--- config.mk ---
export PLATFORM = sky130hd
export DESIGN_NAME = regfile
export DESIGN_NICKNAME = d
export VERILOG_FILES = /design/src/hw/cpu_pkg.sv /design/src/hw/regfile.sv
export VERILOG_INCLUDE_DIRS = /design/src /design/src/hw
export SDC_FILE = /design/constraint.sdc
export NUM_CORES = 2
export LEC_CHECK = 0
export BUFFER_PORTS_ARGS = -buffer_cell sky130_fd_sc_hd__buf_2
export CAP_MARGIN = 20
export CORE_MARGIN = 2
export CORE_UTILIZATION = 50
export DETAILED_ROUTE_END_ITERATION = 8
export PLACE_DENSITY = 0.66
export SYNTH_ARGS = -nofsm -noshare
export SYNTH_HDL_FRONTEND = slang
export SYNTH_SLANG_ARGS = --single-unit
--- constraint.sdc ---
create_clock -name clk -period 2.52 [get_ports clk]
set_input_delay 0.504 -clock clk [delete_from_list [all_inputs] [get_ports clk]]
set_output_delay 0.504 -clock clk [all_outputs]
set_load 0.05 [all_outputs]
--- src/hw/cpu_params.svh ---
`ifndef CPU_PARAMS_SVH
`define CPU_PARAMS_SVH

// general purpose registers
`define REG_NUM 32

// datapath width
`define DATA_WIDTH 32

// register index width
`define REG_ADDR_WIDTH 5

`endif

--- src/hw/cpu_pkg.sv ---
`include "cpu_params.svh"

package cpu_pkg;

typedef logic [`DATA_WIDTH-1:0]     uint32_t;
typedef logic [2*`DATA_WIDTH-1:0]   uint64_t;
typedef logic [`REG_ADDR_WIDTH-1:0] reg_addr_t;

// one instruction word, two views
typedef union packed {
	struct packed {
		logic [5:0] opcode;
		reg_addr_t  rs;
		reg_addr_t  rt;
		reg_addr_t  rd;
		logic [4:0] shamt;
		logic [5:0] funct;
	} r;
	struct packed {
		logic [5:0]  opcode;
		reg_addr_t   rs;
		reg_addr_t   rt;
		logic [15:0] imm;
	} i;
} instr_t;

typedef enum logic [4:0] {
	OP_NOP, OP_ADDU, OP_SUBU, OP_AND, OP_OR, OP_XOR, OP_NOR,
	OP_SLT, OP_SLTU, OP_SLL, OP_SRL, OP_SRA,
	OP_MULT, OP_MULTU, OP_MFHI, OP_MFLO, OP_LUI
} exec_op_t;

// decoder output before operand read
typedef struct packed {
	exec_op_t  op;
	logic      use_imm;
	uint32_t   imm;
	reg_addr_t dest;
	logic      reg_write;
} decoded_t;

// primary opcodes
localparam logic [5:0] OPC_SPECIAL = 6'h00;
localparam logic [5:0] OPC_ADDIU   = 6'h09;
localparam logic [5:0] OPC_SLTI    = 6'h0a;
localparam logic [5:0] OPC_SLTIU   = 6'h0b;
localparam logic [5:0] OPC_ANDI    = 6'h0c;
localparam logic [5:0] OPC_ORI     = 6'h0d;
localparam logic [5:0] OPC_XORI    = 6'h0e;
localparam logic [5:0] OPC_LUI     = 6'h0f;

endpackage

--- src/hw/regfile.sv ---
`timescale 1ns/10ps
`include "cpu_params.svh"

module regfile(
	input  logic               clk,
	input  logic               rst,
	input  cpu_pkg::reg_addr_t raddr_a,
	input  cpu_pkg::reg_addr_t raddr_b,
	output cpu_pkg::uint32_t   rdata_a,
	output cpu_pkg::uint32_t   rdata_b,
	input  logic               we,
	input  cpu_pkg::reg_addr_t waddr,
	input  cpu_pkg::uint32_t   wdata
);
	import cpu_pkg::*;

	uint32_t regs [`REG_NUM];

	always_ff @(posedge clk) begin
		if (rst) begin
			regs <= '{default: '0};
		end else if (we && waddr != '0) begin
			regs[waddr] <= wdata;
		end
	end

	// r0 is never written, so it reads zero
	assign rdata_a = regs[raddr_a];
	assign rdata_b = regs[raddr_b];

endmodule

==> metrics.md <==
| Metric | Value |
|---|---|
| Status | complete, but fails checks |
| Failing checks | negative setup slack |
| Largest register FFs | 1,024 |
| Clock Skew | 0 ns |
| CP Class | input pin to primary output |
| Reg clk slew, reported paths | 0.06 ns |
| Worst hold slack | 0.177 ns |
| RSZ-0062 raised after global routing | yes |
| Synthesized flop and latch total | 1,024 |
| Post-route ant nets | 0 |
| Port Buf Inserts | 113 |
| Fmax | 0.366 GHz |
| Seq/Total Area, Yosys | 0.390 |
| Worst Max-Slew Pin Slew | 0.821 ns |
| CP startpoint kind | input pin |
| Max-cap violations | 0 |
| Worst slack, placed | -0.570 ns |
| Syn. warnings | 0 |
| Clk Latency, worst-skew pair | 0.71 ns |
| Slew margin rel. | 0.453 |
| Setup TNS | -6.14 ns |
| Minimum clock period | 2.73 ns |
| Required time of the critical path | 2.02 ns |
| Area of the mapped netlist | 52,600 sq um |
| Top Ports | 114 |
| DRT iter0 DRCs | 8,276 |
| CP max stage cell | a31oi_2 |
| Total grt overflow | 0 |
| Synth area leaders | dfxtp_1, mux2i_1, nand2_1, a21oi_1, clkbuf_1 |
| CP most frequent cell | buf_16 |
| Largest fanout on the critical path | 10 |
| Pre-Repair DR Iteration Count | 8 |
| Die Ht | 328 microns |
| Finish-stage setup viols | 62 |
| H-tree depth | 3 |
| CTS Root Cell | clkbuf_16 |
| Filler cells | 8,459 |
| Largest regs | regs (1024) |
| Core area | 105,000 sq um |
| Slowest stage delay, CP | 0.29 ns |
| Leading area contributor after synthesis | dfxtp_1 |
| Biggest register | regs |
| Final WS setup | -0.212 ns |
| Die width | 328 microns |
| Layout cell share with drive strength beyond 1 | 0.194 |
| Total number of vias | 55,000 |
| Largest net degree at the start of global routing | 121 |
| Syn_nets | 6,898 |
| Avg Vias per Cell | 6.43 |
| Post-Synthesis Cells | 6,848 |
| Global-route wire length before repair | 324,000 microns |
| CTS tree | done |
| Syn Area/Cell | 7.69 sq um |
| Initial antenna violation count | 12 |
| Reg2reg setup slack | 1.75 ns |
| Starting Density | 0.502 |
| Vias in the first global route | 51,100 |
| Post-DP HPWL | 136,000 microns |
| LEAKAGE | 25.6 nW |
| Pwr/cell area | 586 nW/um^2 |
| Post-synth top area share | 0.390 |
| GPL Wtd Cong | 0.956 |
| Netlist cell types | 24 |
| Worst path arrival time | 2.23 ns |
| Crit-path cells | buf_16 -> buf_16 -> buf_16 -> buf_16 -> buf_12 -> mux2i_1 -> nand2_1 -> a31oi_2 -> nand3_4 -> buf_8 |
| Min-Delay Path Class | input pin to flip-flop |
| Slew Viols, Final | 0 |
| # rows | 119 |
| DRC viols | 0 |
| Period utilisation layout | 1.08 |
| Setup crit end kind | primary output |
| Worst vdd ir | 0.543 mV |
| CTS Buf Count | 108 |
| Clk sinks | 1,024 |
| Final wirelength | 227,000 microns |
| Post-layout nets | 7,118 |
| P&R area growth vs syn | 28.7% |
| DR WL/cell | 26.5 microns |
| Fin. Hold Viols | 0 |
| Clock buffer depth | 3 |
| Die ar. | 108,000 sq um |
| Total track usage | 0.396 |
==> through the flow <==
| step | area (sq um) | cells | util | power (mW) |
|---|---|---|---|---|
| after floorplan | 52800 | 6848 | - | 19.5 |
| after global placement | 58600 | 8212 | 0.559 | 21.5 |
| after detailed placement | 58600 | 8212 | 0.559 | 21.5 |
| after CTS | 66100 | 8502 | 0.631 | 39.1 |
| after global routing | 67700 | 8549 | 0.646 | 40.4 |
| final | 67700 | 8552 | 0.646 | 39.7 |
==> cell usage in the layout, fill, tap and decap left out, drive strengths merged <==
cell	instances
a21oi	1184
a22o	128
a22oi	192
a31oi	64
and2	3
and2b	1
buf	740
bufbuf	9
bufinv	11
clkbuf	186
clkinv	17
clkinvlp	2
dfxtp	1024
diode	4
inv	1
mux2i	1024
nand2	2214
nand2b	9
nand3	197
nand4	1
nor2	34
nor2b	40
nor3	71
nor4	3
or2	2
==> layer usage <==
metal,vias up,share of wire,GRT usage
li1,23900,-,-
met1,26100,0.37,0.513
met2,3931,0.42,0.585
met3,982,0.13,0.0906
met4,10,0.079,0.269
met5,-,0.00031,0
==> cell families (layout without fill, tap and decap cells) <==
logic type,after synthesis,count (layout),synth area share
simple gates,2575,2575,0.194
compound gates,1568,1568,0.169
mux,1024,1024,0.195
flops,1024,1024,0.390
buf+inv,657,966,0.0529
other cells,0,4,0
==> report_power, final <==
group	switching (mW)	internal, mW	total, mW
clock	6.98	10.1	17.1
combinational	3.68	2.48	6.16
sequential	0.0966	16.3	16.4
==> what timing repair did <==
item	4_1_cts	5_1_grt
endpoints found under the setup margin	64	64
cloned	30	20
pin swaps	150	146
resized for setup	522	242
setup buffers	78	36
endpoints found under the hold margin	0	0
hold buffers	0	0
==> critical path, delay by kind of cell <==
| kind | cells | cell delay (ns) |
|---|---|---|
| and+or+nand+nor | 2 | 0.24 |
| AOI/OAI and AO/OA | 1 | 0.29 |
| muxes | 1 | 0.18 |
| buffers and inverters | 6 | 0.98 |
==> path summary, 6_finish.rpt <==
path	start	end	depth (start not counted)
worst max register to register	regs[957]$_SDFFE_PP0P_	regs[957]$_SDFFE_PP0P_	3
worst min-delay path	rst	regs[191]$_SDFFE_PP0P_	2
worst min register to register	regs[841]$_SDFFE_PP0P_	regs[841]$_SDFFE_PP0P_	2
worst max-delay path	raddr_b[1]	rdata_b[19]	10
==> cell usage after synthesis <==
cell type and n:
nor4_4 2, nand4_1 1, and2b_1 1, mux2i_1 1024
clkbuf_1 410, nand2_1 2213, a31oi_1 64, nor3_1 67
buf_1 29, nand2b_1 9, nor2_1 34, nand2_2 1
a22o_1 128, nand3_1 197, buf_4 18, dfxtp_1 1024
a22oi_1 192, nor3_2 4, buf_2 200, nor2b_1 40
nor4_2 1, a21oi_1 1184, or2_2 2, and2_1 3
==> layout make-up <==
cell class,count,area [sq um],area share
clock inverter,31,447,0.00659
timing repair buffer,767,9940,0.147
clock buffer,168,3320,0.0490
multi-input combinational,5167,31600,0.467
antenna,4,10.0,0.000148
tap,1391,1740,0.0257
sequential,1024,20600,0.305
(Power assumes the default switching activity.)
