## src/hw/cpu_params.svh

```systemverilog
`ifndef CPU_PARAMS_SVH
`define CPU_PARAMS_SVH

// general purpose registers
`define REG_NUM 32

// datapath width
`define DATA_WIDTH 32

// register index width
`define REG_ADDR_WIDTH 5

`endif

```

## src/hw/cpu_pkg.sv

```systemverilog
`include "cpu_params.svh"

package cpu_pkg;

typedef logic [`DATA_WIDTH-1:0]     uint32_t;
typedef logic [2*`DATA_WIDTH-1:0]   uint64_t;
typedef logic [`REG_ADDR_WIDTH-1:0] reg_addr_t;

// one instruction word, two views
typedef union packed {
	struct packed {
		logic [5:0] opcode;
		reg_addr_t  rs;
		reg_addr_t  rt;
		reg_addr_t  rd;
		logic [4:0] shamt;
		logic [5:0] funct;
	} r;
	struct packed {
		logic [5:0]  opcode;
		reg_addr_t   rs;
		reg_addr_t   rt;
		logic [15:0] imm;
	} i;
} instr_t;

typedef enum logic [4:0] {
	OP_NOP, OP_ADDU, OP_SUBU, OP_AND, OP_OR, OP_XOR, OP_NOR,
	OP_SLT, OP_SLTU, OP_SLL, OP_SRL, OP_SRA,
	OP_MULT, OP_MULTU, OP_MFHI, OP_MFLO, OP_LUI
} exec_op_t;

// decoder output before operand read
typedef struct packed {
	exec_op_t  op;
	logic      use_imm;
	uint32_t   imm;
	reg_addr_t dest;
	logic      reg_write;
} decoded_t;

// primary opcodes
localparam logic [5:0] OPC_SPECIAL = 6'h00;
localparam logic [5:0] OPC_ADDIU   = 6'h09;
localparam logic [5:0] OPC_SLTI    = 6'h0a;
localparam logic [5:0] OPC_SLTIU   = 6'h0b;
localparam logic [5:0] OPC_ANDI    = 6'h0c;
localparam logic [5:0] OPC_ORI     = 6'h0d;
localparam logic [5:0] OPC_XORI    = 6'h0e;
localparam logic [5:0] OPC_LUI     = 6'h0f;

endpackage

```

## src/hw/pipe_if.sv

```systemverilog


// execute to result stage
interface result_if;
	import cpu_pkg::*;

	logic      valid;
	reg_addr_t dest;
	logic      reg_write;
	uint32_t   wdata;
	logic      hilo_write;
	uint64_t   hilo_wdata;

	modport source(output valid, dest, reg_write, wdata, hilo_write, hilo_wdata);
	modport sink(input valid, dest, reg_write, wdata, hilo_write, hilo_wdata);

	// decode only needs the register side for forwarding
	modport snoop(input valid, dest, reg_write, wdata);
endinterface

```

## src/hw/write_back.sv

```systemverilog
`timescale 1ns/10ps

module write_back(
	input  logic               clk,
	input  logic               rst,
	result_if.sink             res,
	output logic               rf_we,
	output cpu_pkg::reg_addr_t rf_waddr,
	output cpu_pkg::uint32_t   rf_wdata,
	output cpu_pkg::uint64_t   hilo,
	output logic               wb_valid,
	output cpu_pkg::reg_addr_t wb_reg,
	output cpu_pkg::uint32_t   wb_data
);
	import cpu_pkg::*;

	uint64_t hilo_q;

	// HI in the upper word
	always_ff @(posedge clk) begin
		if (rst) begin
			hilo_q <= '0;
		end else if (res.valid && res.hilo_write) begin
			hilo_q <= res.hilo_wdata;
		end
	end

	assign hilo = hilo_q;

	assign rf_we = res.valid && res.reg_write;
	assign rf_waddr = res.dest;
	assign rf_wdata = res.wdata;

	// report mirrors the regfile write
	assign wb_valid = rf_we;
	assign wb_reg = res.dest;
	assign wb_data = res.wdata;

endmodule

```

## src/flat_wrapper.sv

```systemverilog
// flat-port wrapper written by rule: the top's interface ports become plain ports
module write_back_flat import cpu_pkg::*;
  (clk, rst, rf_we, rf_waddr, rf_wdata, hilo, wb_valid, wb_reg, wb_data, res_valid, res_dest, res_reg_write, res_wdata, res_hilo_write, res_hilo_wdata);
  result_if res_i ();
  input  logic clk;
  input  logic rst;
  output logic rf_we;
  output cpu_pkg::reg_addr_t rf_waddr;
  output cpu_pkg::uint32_t rf_wdata;
  output cpu_pkg::uint64_t hilo;
  output logic wb_valid;
  output cpu_pkg::reg_addr_t wb_reg;
  output cpu_pkg::uint32_t wb_data;
  input wire logic [$bits(res_i.valid)-1:0] res_valid;
  input wire logic [$bits(res_i.dest)-1:0] res_dest;
  input wire logic [$bits(res_i.reg_write)-1:0] res_reg_write;
  input wire logic [$bits(res_i.wdata)-1:0] res_wdata;
  input wire logic [$bits(res_i.hilo_write)-1:0] res_hilo_write;
  input wire logic [$bits(res_i.hilo_wdata)-1:0] res_hilo_wdata;
  assign res_i.valid = res_valid;
  assign res_i.dest = res_dest;
  assign res_i.reg_write = res_reg_write;
  assign res_i.wdata = res_wdata;
  assign res_i.hilo_write = res_hilo_write;
  assign res_i.hilo_wdata = res_hilo_wdata;
  write_back u_core (.clk(clk), .rst(rst), .res(res_i), .rf_we(rf_we), .rf_waddr(rf_waddr), .rf_wdata(rf_wdata), .hilo(hilo), .wb_valid(wb_valid), .wb_reg(wb_reg), .wb_data(wb_data));
endmodule
```

## config.mk

```make
export PLATFORM = sky130hd
export DESIGN_NAME = write_back_flat
export DESIGN_NICKNAME = d
export VERILOG_FILES = /design/src/hw/cpu_pkg.sv /design/src/hw/pipe_if.sv /design/src/hw/write_back.sv /design/src/flat_wrapper.sv
export VERILOG_INCLUDE_DIRS = /design/src /design/src/hw
export SDC_FILE = /design/constraint.sdc
export NUM_CORES = 1
export LEC_CHECK = 0
export BUFFER_PORTS_ARGS = -buffer_cell sky130_fd_sc_hd__buf_2
export CORE_ASPECT_RATIO = 0.8
export CORE_MARGIN = 2
export CORE_UTILIZATION = 40
export DETAILED_ROUTE_END_ITERATION = 12
export PLACE_DENSITY = 0.78
export SLEW_MARGIN = 0
export SYNTH_ARGS = -nofsm -noshare
export SYNTH_HDL_FRONTEND = slang
export SYNTH_SLANG_ARGS = --single-unit
```

## constraint.sdc

```tcl
create_clock -name clk -period 1.15 [get_ports clk]
set_clock_uncertainty 0.1 [all_clocks]
set_input_delay 0.115 -clock clk [delete_from_list [all_inputs] [get_ports clk]]
set_output_delay 0.115 -clock clk [all_outputs]
set_load 0.01 [all_outputs]
```

==> impl_metrics.json <==
{
  "outcome": "complete, no violations",
  "cpMaxStageDelayCell": "dfxtp_1",
  "diodes": 0,
  "post_route_worst_hold_slack_ps": 45.8,
  "drc": 0,
  "clkTransAtPathRegs_ps": 70,
  "timing.slew.headroom_pct": 80.6,
  "seq_power_share_pct": 45.7,
  "reg2reg_depth": 2,
  "grt_overflow": 0,
  "timing_hold_violations_final": 0,
  "clock_tree_from_tritoncts": "done",
  "tightest_pin_transition_ps": 291,
  "critical_path_data_required_time_ps": 940,
  "crit_path_max_incr_delay_ps": 360,
  "row_count": 29,
  "max_cap_violations": 0,
  "ant_nets": 0,
  "reg2reg_to": "u_core.hilo[29]",
  "nFillCells": 726,
  "floorplan_die_width_um": 106,
  "count_of_buffers_inserted_at_the_top_level_ports": 134,
  "fin_area_sq_um": 4360,
  "postSynthAreaPerCell_sq_um": 9.06,
  "power_density_nw_per_um2": 1190,
  "layout_commonest_cell": "buf_2",
  "final_wirelength_um": 8490,
  "die_area_sq_um": 9060,
  "vias_per_cell": 4.96,
  "worst-path-stages": 1,
  "net-switching-power_mw": 1.26,
  "detailed_place_hpwl_um": 4700,
  "total_leakage_power_nw": 1.99,
  "gpl.final_weighted_congestion": 0.709,
  "drt-pass1-iter-count": 4,
  "hp-class": "primary input to flop",
  "routed_wire_length_per_instance_um": 14.5,
  "cts_made_buffers": 9,
  "number_of_global_route_vias_before_repair": 2897,
  "worstReg2RegStart": "u_core.hilo[29]",
  "synth_area_sq_um": 3320,
  "synth_cell_types": 11,
  "worst-path-max-fanout": 2,
  "critPathTopFamily": "flip-flops",
  "worstSetupStartpoint": "u_core.hilo[10]",
  "vdd.ir_drop.worst_mv": 0.644,
  "start_util_pct": 41.6,
  "period_share_pct": 91.4,
  "worst_skew_pair.late_latency_ps": 330,
  "power_frac_comb_pct": 17.0,
  "r2r_setup_slack_ps": 260,
  "initialDrtViolationCount": 159,
  "setup_total_negative_slack_ps": 0,
  "cts.htree.levels": 3,
  "design.portCount": 246,
  "ys_warn_count": 0,
  "cts_root_buffer": "clkbuf_8",
  "largest_net_degree_at_the_start_of_global_routing": 65,
  "clock-sinks": 64,
  "finalNetCount": 579,
  "p_clk_share_pct": 37.3,
  "p_total_mw": 5.18,
  "worstSetupPathType": "flop to primary output",
  "dpl_cell_area_sq_um": 3520,
  "slew_viol_final": 0,
  "largest_register_ffs": 64,
  "timing.critical_path.cells": "buf_2",
  "yosysSeqAreaShare_pct": 38.5,
  "ctsResizeCount": 0,
  "cell_internal_power_dissipation_mw": 3.91,
  "grt_antenna_before_repair": 0,
  "synthToLayoutAreaGrowth_pct": 31.1,
  "post_route_cells_drive_above_1_share_pct": 33.1,
  "timing.critical_path.arrival_ps": 840,
  "clk_path_buf_depth": 2,
  "switching_share_of_power_pct": 24.4,
  "core-area_sq_um": 7980,
  "commonest_cells_after_routing_fill_and_taps_aside": "buf_2 (132), nand3_1 (64), a21oi_1 (64), dlygate4sd3_1 (64), dfxtp_1 (64)",
  "die_span_in_y_um": 85.5,
  "grt_pass1_wl_um": 13800,
  "postLayoutCoreUtil_pct": 54.6,
  "synth_seq_cells": 64,
  "syn_nets": 473,
  "gate_count_post_synth": 367,
  "number_of_vias_after_detailed_routing": 2907,
  "critical_path.endpoint": "hilo[10]",
  "grt_usage_pct": 18.8,
  "max_clock_freq_mhz": 951,
  "setup_viol_count_final": 0,
  "worst_setup_path_start_kind": "flop",
  "worstPathBufferInverterCount": 1,
  "cp-end-kind": "primary output",
  "period_minus_slack_ps": 1050,
  "rsz0062_at_grt": "false"
}
## through the flow
step	setup WS [ps]	instances
finish	98.9	586
global route	60.8	586
CTS	103	586
detailed placement	134	506
global placement	162	506
floorplan	172	367
## worst min-delay path by stage
stage	start	to	slack [ps]	depth (start not counted)
floorplan	res_hilo_wdata[2]	u_core.hilo[2]	160	2
global placement	res_wdata[25]	rf_wdata[25]	130	0
detailed placement	res_wdata[25]	rf_wdata[25]	130	0
CTS	res_hilo_write	u_core.hilo[0]	30	3
global route	res_hilo_write	u_core.hilo[52]	40	3
finish	res_hilo_write	u_core.hilo[0]	50	3
## power by group through the flow
stage | combinational, mW | sequential [mW] | clock, mW
finish | 0.880 | 2.37 | 1.93
global route | 0.955 | 2.38 | 2.12
CTS | 0.867 | 2.36 | 2.00
detailed placement | 0.698 | 2.41 | 0
global placement | 0.682 | 2.41 | 0
floorplan | 0.623 | 2.46 | 0
## synth_stat cells, drive strengths merged
| master | count | share of area, % |
|---|---|---|
| nand3 | 64 | 9.6 |
| dfxtp | 64 | 39 |
| clkbuf | 2 | 0.23 |
| and2 | 1 | 0.19 |
| a21oi | 64 | 9.6 |
| buf | 108 | 23 |
| a21bo | 64 | 19 |
## repair_timing
item | in CTS | in global routing
hold buffers | 64 | 0
setup buffers | 0 | 0
endpoints found under the hold margin | 64 | 0
## logic make-up (layout without fill, tap and decap cells)
kind of cell    count (synthesis)  count (layout)  share of synthesized area [%]
compound gates                128             128                           28.9
buf+inv                       110             221                           22.7
simple gates                   65              65                           9.82
flops                          64              64                           38.5
## layer usage
layer	GRT usage, %	wire (um)
met1	21.5	3590
met2	32.4	4220
met3	7.22	574
met4	6.46	107
met5	0	0
## layout make-up
type / count / area (sq um) / share of cell area [%]
flip-flops and latches: 64 / 1280 / 29.4
well taps: 108 / 135 / 3.10
multi-input cells: 193 / 1290 / 29.5
clock buffers: 13 / 159 / 3.65
clock inverters: 3 / 40.0 / 0.918
repair buffers: 205 / 1460 / 33.4
(Power assumes the default switching activity.)
