**config.mk**
```make
export PLATFORM = sky130hd
export DESIGN_NAME = instr_decode_flat
export DESIGN_NICKNAME = d
export VERILOG_FILES = /design/src/hw/cpu_pkg.sv /design/src/hw/pipe_if.sv /design/src/hw/instr_decode.sv /design/src/flat_wrapper.sv
export VERILOG_INCLUDE_DIRS = /design/src /design/src/hw
export SDC_FILE = /design/constraint.sdc
export NUM_CORES = 1
export LEC_CHECK = 0
export BUFFER_PORTS_ARGS = -buffer_cell sky130_fd_sc_hd__buf_2
export CAP_MARGIN = 20
export CORE_MARGIN = 2
export CORE_UTILIZATION = 48
export CTS_BUF_LIST = sky130_fd_sc_hd__clkbuf_4 sky130_fd_sc_hd__clkbuf_8
export CTS_CLUSTER_SIZE = 16
export DETAILED_ROUTE_END_ITERATION = 12
export PLACE_DENSITY = 0.83
export RECOVER_POWER = 100
export SYNTH_ARGS = -nofsm -noshare
export SYNTH_HDL_FRONTEND = slang
export SYNTH_SLANG_ARGS = --single-unit
```
**constraint.sdc**
```tcl
create_clock -name clk -period 2.34 [get_ports clk]
set_input_delay 0.351 -clock clk [delete_from_list [all_inputs] [get_ports clk]]
set_output_delay 0.351 -clock clk [all_outputs]
set_load 0.1 [all_outputs]
```
**src/hw/cpu_params.svh**
```systemverilog
`ifndef CPU_PARAMS_SVH
`define CPU_PARAMS_SVH

// general purpose registers
`define REG_NUM 32

// datapath width
`define DATA_WIDTH 32

// register index width
`define REG_ADDR_WIDTH 5

`endif

```
**src/hw/cpu_pkg.sv**
```systemverilog
`include "cpu_params.svh"

package cpu_pkg;

typedef logic [`DATA_WIDTH-1:0]     uint32_t;
typedef logic [2*`DATA_WIDTH-1:0]   uint64_t;
typedef logic [`REG_ADDR_WIDTH-1:0] reg_addr_t;

// one instruction word, two views
typedef union packed {
	struct packed {
		logic [5:0] opcode;
		reg_addr_t  rs;
		reg_addr_t  rt;
		reg_addr_t  rd;
		logic [4:0] shamt;
		logic [5:0] funct;
	} r;
	struct packed {
		logic [5:0]  opcode;
		reg_addr_t   rs;
		reg_addr_t   rt;
		logic [15:0] imm;
	} i;
} instr_t;

typedef enum logic [4:0] {
	OP_NOP, OP_ADDU, OP_SUBU, OP_AND, OP_OR, OP_XOR, OP_NOR,
	OP_SLT, OP_SLTU, OP_SLL, OP_SRL, OP_SRA,
	OP_MULT, OP_MULTU, OP_MFHI, OP_MFLO, OP_LUI
} exec_op_t;

// decoder output before operand read
typedef struct packed {
	exec_op_t  op;
	logic      use_imm;
	uint32_t   imm;
	reg_addr_t dest;
	logic      reg_write;
} decoded_t;

// primary opcodes
localparam logic [5:0] OPC_SPECIAL = 6'h00;
localparam logic [5:0] OPC_ADDIU   = 6'h09;
localparam logic [5:0] OPC_SLTI    = 6'h0a;
localparam logic [5:0] OPC_SLTIU   = 6'h0b;
localparam logic [5:0] OPC_ANDI    = 6'h0c;
localparam logic [5:0] OPC_ORI     = 6'h0d;
localparam logic [5:0] OPC_XORI    = 6'h0e;
localparam logic [5:0] OPC_LUI     = 6'h0f;

endpackage

```
**src/hw/pipe_if.sv**
```systemverilog
`timescale 1ns/10ps

// decode to execute
interface issue_if;
	import cpu_pkg::*;

	logic       valid;
	exec_op_t   op;
	uint32_t    src_a;
	uint32_t    src_b;
	logic [4:0] shamt;
	reg_addr_t  dest;
	logic       reg_write;

	modport source(output valid, op, src_a, src_b, shamt, dest, reg_write);
	modport sink(input valid, op, src_a, src_b, shamt, dest, reg_write);
endinterface

// execute to result stage
interface result_if;
	import cpu_pkg::*;

	logic      valid;
	reg_addr_t dest;
	logic      reg_write;
	uint32_t   wdata;
	logic      hilo_write;
	uint64_t   hilo_wdata;

	modport source(output valid, dest, reg_write, wdata, hilo_write, hilo_wdata);
	modport sink(input valid, dest, reg_write, wdata, hilo_write, hilo_wdata);

	// decode only needs the register side for forwarding
	modport snoop(input valid, dest, reg_write, wdata);
endinterface

```
**src/hw/instr_decode.sv**
```systemverilog
`timescale 1ns/10ps
`include "cpu_params.svh"

module instr_decode(
	input  logic               clk,
	input  logic               rst,
	input  logic               instr_valid,
	input  cpu_pkg::instr_t    instr,
	output cpu_pkg::reg_addr_t raddr_a,
	output cpu_pkg::reg_addr_t raddr_b,
	input  cpu_pkg::uint32_t   rdata_a,
	input  cpu_pkg::uint32_t   rdata_b,
	input  logic               ex_fwd_valid,
	input  cpu_pkg::reg_addr_t ex_fwd_dest,
	input  cpu_pkg::uint32_t   ex_fwd_data,
	issue_if.source            issue,
	result_if.snoop            res
);
	import cpu_pkg::*;

	logic     instr_valid_q;
	instr_t   instr_q;
	decoded_t dec;
	uint32_t  opnd_a;
	uint32_t  opnd_b;

	always_ff @(posedge clk) begin
		if (rst) begin
			instr_valid_q <= 1'b0;
		end else begin
			instr_valid_q <= instr_valid;
		end
	end

	always_ff @(posedge clk) begin
		if (instr_valid) begin
			instr_q <= instr;
		end
	end

	assign raddr_a = instr_q.r.rs;
	assign raddr_b = instr_q.r.rt;

	always_comb begin
		dec = '0;
		dec.op = OP_NOP;
		dec.imm = {{(`DATA_WIDTH-16){instr_q.i.imm[15]}}, instr_q.i.imm};
		if (instr_q.r.opcode == OPC_SPECIAL) begin
			dec.dest = instr_q.r.rd;
			case (instr_q.r.funct)
				6'h00: dec.op = OP_SLL;
				6'h02: dec.op = OP_SRL;
				6'h03: dec.op = OP_SRA;
				6'h10: dec.op = OP_MFHI;
				6'h12: dec.op = OP_MFLO;
				6'h18: dec.op = OP_MULT;
				6'h19: dec.op = OP_MULTU;
				6'h21: dec.op = OP_ADDU;
				6'h23: dec.op = OP_SUBU;
				6'h24: dec.op = OP_AND;
				6'h25: dec.op = OP_OR;
				6'h26: dec.op = OP_XOR;
				6'h27: dec.op = OP_NOR;
				6'h2a: dec.op = OP_SLT;
				6'h2b: dec.op = OP_SLTU;
				default: dec.op = OP_NOP;
			endcase
		end else begin
			dec.dest = instr_q.i.rt;
			dec.use_imm = 1'b1;
			case (instr_q.i.opcode)
				OPC_ADDIU: dec.op = OP_ADDU;
				OPC_SLTI:  dec.op = OP_SLT;
				OPC_SLTIU: dec.op = OP_SLTU;
				OPC_ANDI:  dec.op = OP_AND;
				OPC_ORI:   dec.op = OP_OR;
				OPC_XORI:  dec.op = OP_XOR;
				OPC_LUI:   dec.op = OP_LUI;
				default:   dec.op = OP_NOP;
			endcase
			// logic ops take the immediate zero extended
			if (dec.op == OP_AND || dec.op == OP_OR || dec.op == OP_XOR) begin
				dec.imm = {{(`DATA_WIDTH-16){1'b0}}, instr_q.i.imm};
			end else if (dec.op == OP_LUI) begin
				dec.imm = {instr_q.i.imm, 16'h0000};
			end
		end
		dec.reg_write = !(dec.op == OP_NOP || dec.op == OP_MULT || dec.op == OP_MULTU)
			&& dec.dest != '0;
	end

	// youngest producer wins
	function automatic uint32_t pick_operand(input reg_addr_t addr, input uint32_t rf_val);
		if (addr == '0) begin
			return '0;
		end
		if (ex_fwd_valid && ex_fwd_dest == addr) begin
			return ex_fwd_data;
		end
		if (res.valid && res.reg_write && res.dest == addr) begin
			return res.wdata;
		end
		return rf_val;
	endfunction

	always_comb begin
		opnd_a = pick_operand(instr_q.r.rs, rdata_a);
		opnd_b = dec.use_imm ? dec.imm : pick_operand(instr_q.r.rt, rdata_b);
	end

	always_ff @(posedge clk) begin
		if (rst) begin
			issue.valid <= 1'b0;
		end else begin
			issue.valid <= instr_valid_q;
		end
	end

	always_ff @(posedge clk) begin
		issue.op <= dec.op;
		issue.src_a <= opnd_a;
		issue.src_b <= opnd_b;
		issue.shamt <= instr_q.r.shamt;
		issue.dest <= dec.dest;
		issue.reg_write <= dec.reg_write;
	end

endmodule

```
**src/flat_wrapper.sv**
```systemverilog
// flat-port wrapper written by rule: the top's interface ports become plain ports
module instr_decode_flat import cpu_pkg::*;
  (clk, rst, instr_valid, instr, raddr_a, raddr_b, rdata_a, rdata_b, ex_fwd_valid, ex_fwd_dest, ex_fwd_data, issue_valid, issue_op, issue_src_a, issue_src_b, issue_shamt, issue_dest, issue_reg_write, res_valid, res_dest, res_reg_write, res_wdata);
  issue_if issue_i ();
  result_if res_i ();
  input  logic clk;
  input  logic rst;
  input  logic instr_valid;
  input  cpu_pkg::instr_t instr;
  output cpu_pkg::reg_addr_t raddr_a;
  output cpu_pkg::reg_addr_t raddr_b;
  input  cpu_pkg::uint32_t rdata_a;
  input  cpu_pkg::uint32_t rdata_b;
  input  logic ex_fwd_valid;
  input  cpu_pkg::reg_addr_t ex_fwd_dest;
  input  cpu_pkg::uint32_t ex_fwd_data;
  output wire logic [$bits(issue_i.valid)-1:0] issue_valid;
  output wire logic [$bits(issue_i.op)-1:0] issue_op;
  output wire logic [$bits(issue_i.src_a)-1:0] issue_src_a;
  output wire logic [$bits(issue_i.src_b)-1:0] issue_src_b;
  output wire logic [$bits(issue_i.shamt)-1:0] issue_shamt;
  output wire logic [$bits(issue_i.dest)-1:0] issue_dest;
  output wire logic [$bits(issue_i.reg_write)-1:0] issue_reg_write;
  input wire logic [$bits(res_i.valid)-1:0] res_valid;
  input wire logic [$bits(res_i.dest)-1:0] res_dest;
  input wire logic [$bits(res_i.reg_write)-1:0] res_reg_write;
  input wire logic [$bits(res_i.wdata)-1:0] res_wdata;
  assign issue_valid = issue_i.valid;
  assign issue_op = issue_i.op;
  assign issue_src_a = issue_i.src_a;
  assign issue_src_b = issue_i.src_b;
  assign issue_shamt = issue_i.shamt;
  assign issue_dest = issue_i.dest;
  assign issue_reg_write = issue_i.reg_write;
  assign res_i.valid = res_valid;
  assign res_i.dest = res_dest;
  assign res_i.reg_write = res_reg_write;
  assign res_i.wdata = res_wdata;
  instr_decode u_core (.clk(clk), .rst(rst), .instr_valid(instr_valid), .instr(instr), .raddr_a(raddr_a), .raddr_b(raddr_b), .rdata_a(rdata_a), .rdata_b(rdata_b), .ex_fwd_valid(ex_fwd_valid), .ex_fwd_dest(ex_fwd_dest), .ex_fwd_data(ex_fwd_data), .issue(issue_i), .res(res_i));
endmodule
```
==> impl_metrics.env <==
export IMPL_status="finished, final reports clean"
export IMPL_routed_wl_um=17910
export IMPL_cts_buffer_depth=2
export IMPL_numCtsBuffers=17
export IMPL_nets=991
export IMPL_cp_required_ns=2.70
export IMPL_syn_to_final_growth_pct=30.59
export IMPL_r2r_start="u_core.instr_q[17]"
export IMPL_async_flop_share=0
export IMPL_final_hold_viol_count=0
export IMPL_viasPerCell=5.545
export IMPL_drc_errors=0
export IMPL_place_hpwl_um=13250
export IMPL_antenna_left=0
export IMPL_crit_family="simple AND/OR/NAND/NOR gates"
export IMPL_core_area_um2=11320
export IMPL_criticalPathCategory="flip-flop to flip-flop"
export IMPL_critPathMaxStageDelay_ns=0.49
export IMPL_grt_pass1_wl_um=27390
export IMPL_rrSetupSlack_ns=0.19
export IMPL_netlist_instances=557
export IMPL_timing_final_crit_period_ns=2.152
export IMPL_cap_viol_max_count=0
export IMPL_antennaDiodeCount=0
export IMPL_cts_hold_buf=0
export IMPL_syn_nets=738
export IMPL_cts_root_buf="clkbuf_8"
export IMPL_grt_usage=0.2850
export IMPL_clk_latency_ns=0.45
export IMPL_fin_crit_sh=0.9195
export IMPL_syn_avg_cell_area_um2=9.900
export IMPL_cts_max_level=4
export IMPL_yosysWarnings=0
export IMPL_postCtsSetupBuffers=0
export IMPL_cp_arrival_ns=2.51
export IMPL_via_count=5356
export IMPL_wl_per_cell_um=18.54
export IMPL_path_cells="xor2_1 -> nor4_4 -> and2_0 -> buf_12 -> a211oi_1 -> o21ai_0"
export IMPL_crit_cells=6
export IMPL_fp_row_count=39
export IMPL_drive_above_1_share=0.2965
export IMPL_synth_distinct_cells=51
export IMPL_relSlewSlack=0.1746
export IMPL_globalRoute_totalOverflow=0
export IMPL_layout_common_cells="buf_2, clkbuf_1, dfxtp_1, a211oi_1, o21ai_0"
export IMPL_fillers=980
export IMPL_initial_core_util=0.4871
export IMPL_final_common_cell="buf_2"
export IMPL_post_cts_resize_count=0
export IMPL_cts_clk_slew_worst_paths_ns=0.07
export IMPL_die_h_um=111.2
export IMPL_pin_count=267
export IMPL_ir_drop_mv=0.5805
export IMPL_reg2regPathDepth=6
export IMPL_cts_sinks=118
export IMPL_ys_flop_type="dfxtp_1"
export IMPL_critPathBufInv=1
export IMPL_finalClockSkew_ns=0.01220
export IMPL_slowest_stage="edfxtp_1"
export IMPL_drtPass1Iterations=9
export IMPL_cts_tree="done"
export IMPL_rsz0062_at_grt="false"
export IMPL_grt_pass1_vias=5287
export IMPL_path_max_fanout=26
export IMPL_ys_seq_area_frac=0.4865
export IMPL_worst_slew_pin_slew_ns=1.243
export IMPL_die_w_um=111.2
export IMPL_ys_ff_latch=118
export IMPL_grt_max_degree=65
export IMPL_p_leak_nw=3.183
export IMPL_fmaxAchievable_mhz=464.8
export IMPL_setup_viol=0
export IMPL_startpoint_type="flip-flop"
export IMPL_hp_start="rst"
export IMPL_die_area_um2=12360
export IMPL_io_buffers=266
export IMPL_syn_area_um2=5514
export IMPL_setup_tns_ns=0
export IMPL_slew_violations=0
export IMPL_p_per_area_nw_per_um2=822.8
export IMPL_final_util=0.6361
export IMPL_place_gp_congestion=1.000
export IMPL_drtIter0Drc=409
export IMPL_synth_edf_count=32
export IMPL_end_kind="flip-flop"
export IMPL_antenna_found_initial=0
export IMPL_startpoint="u_core.instr_q[17]"
export IMPL_timing_rr_end="u_core.issue.src_b[10]"
export IMPL_hp_class="input pin to flip-flop"
export IMPL_whs_path_depth=2
export IMPL_whs_endpoint="u_core.instr_valid_q"
==> flip-flops by register name, summed over array words and instances (netlist names), named ones only <==
register                count
u_core.instr_q             32
u_core.instr_valid_q        1
u_core.issue.dest           5
u_core.issue.op             5
u_core.issue.reg_write      1
u_core.issue.shamt          5
u_core.issue.src_a         32
u_core.issue.src_b         32
u_core.issue.valid          1
==> Yosys cell counts, drive strengths merged, types with 2 or more instances <==
master,instances,area share
dfxtp,86,0.31
a211oi,65,0.088
o21ai,58,0.053
nor2,44,0.030
mux2i,39,0.071
a21boi,32,0.044
edfxtp,32,0.17
nand2,31,0.022
buf,29,0.035
a21oi,23,0.022
clkbuf,22,0.015
o22ai,16,0.018
xnor2,10,0.016
xor2,9,0.014
inv,7,0.0048
mux2,6,0.012
ha,5,0.011
nor3,5,0.0045
nand3,4,0.0036
nor4,4,0.0084
a31oi,3,0.0034
nand4,3,0.0034
or2,3,0.0034
nand2b,2,0.0023
nor2b,2,0.0023
or4,2,0.0034
==> through the flow <==
step / hold slack [ns] / cell area, µm² / instances / total power [W] / worst slack (ns)
detailed placement: 0.3939 / 6949 / 933 / 0.004186 / 0.3130
finish: 0.07162 / 7201 / 966 / 0.005925 / 0.1884
global route: 0.05780 / 7201 / 966 / 0.006132 / 0.04621
floorplan: 0.3701 / 5514 / 557 / 0.003758 / 0.4663
CTS: 0.05005 / 7338 / 965 / 0.005986 / 0.2890
global placement: 0.3884 / 6949 / 933 / 0.004165 / 0.3394
==> how the worst max path moves through the flow <==
stage,to,slack (ns)
after floorplan,flip-flop,0.47
after global placement,u_core.issue.src_b[23],0.34
after detailed placement,u_core.issue.src_b[3],0.31
after CTS,u_core.issue.src_b[22],0.29
after global routing,u_core.issue.src_b[23],0.05
final,u_core.issue.src_b[10],0.19
==> where the power goes <==
group          internal [W]  leakage [nW]  switching, W
Sequential          0.00228          1.04      0.000108
Combinational      0.000344          1.94       0.00138
Clock              0.000996         0.205      0.000813
==> layout make-up <==
class                      count  area (µm²)  share of cell area
clock buffer                  24       317.8             0.04414
tap                          143       178.9             0.02485
sequential                   118        2683              0.3725
inverter                       7       26.28            0.003649
multi-input combinational    381        2541              0.3529
clock inverter                 8       71.32            0.009904
timing repair buffer         285        1383              0.1920
==> metal layers <==
layer | share of wire | global-route usage | up-vias
li1 | - | - | 2557
met1 | 0.41 | 0.3321 | 2496
met2 | 0.49 | 0.4967 | 261
met3 | 0.076 | 0.07545 | 42
met4 | 0.028 | 0.1169 | 0
met5 | 0 | 0 | -
==> logic make-up (layout without fill, tap and decap cells) <==
| group | count (synthesis) | in the layout | share of synthesized area |
|---|---|---|---|
| buffers and inverters | 58 | 324 | 0.05514 |
| muxes | 45 | 45 | 0.08305 |
| xor gates and xnor gates | 19 | 19 | 0.03018 |
| adders and majority gates | 5 | 5 | 0.01135 |
| and+or+nand+nor | 108 | 108 | 0.09417 |
| DFF | 118 | 118 | 0.4865 |
| AOI/OAI and AO/OA | 204 | 204 | 0.2396 |
(Power assumes the default switching activity.)
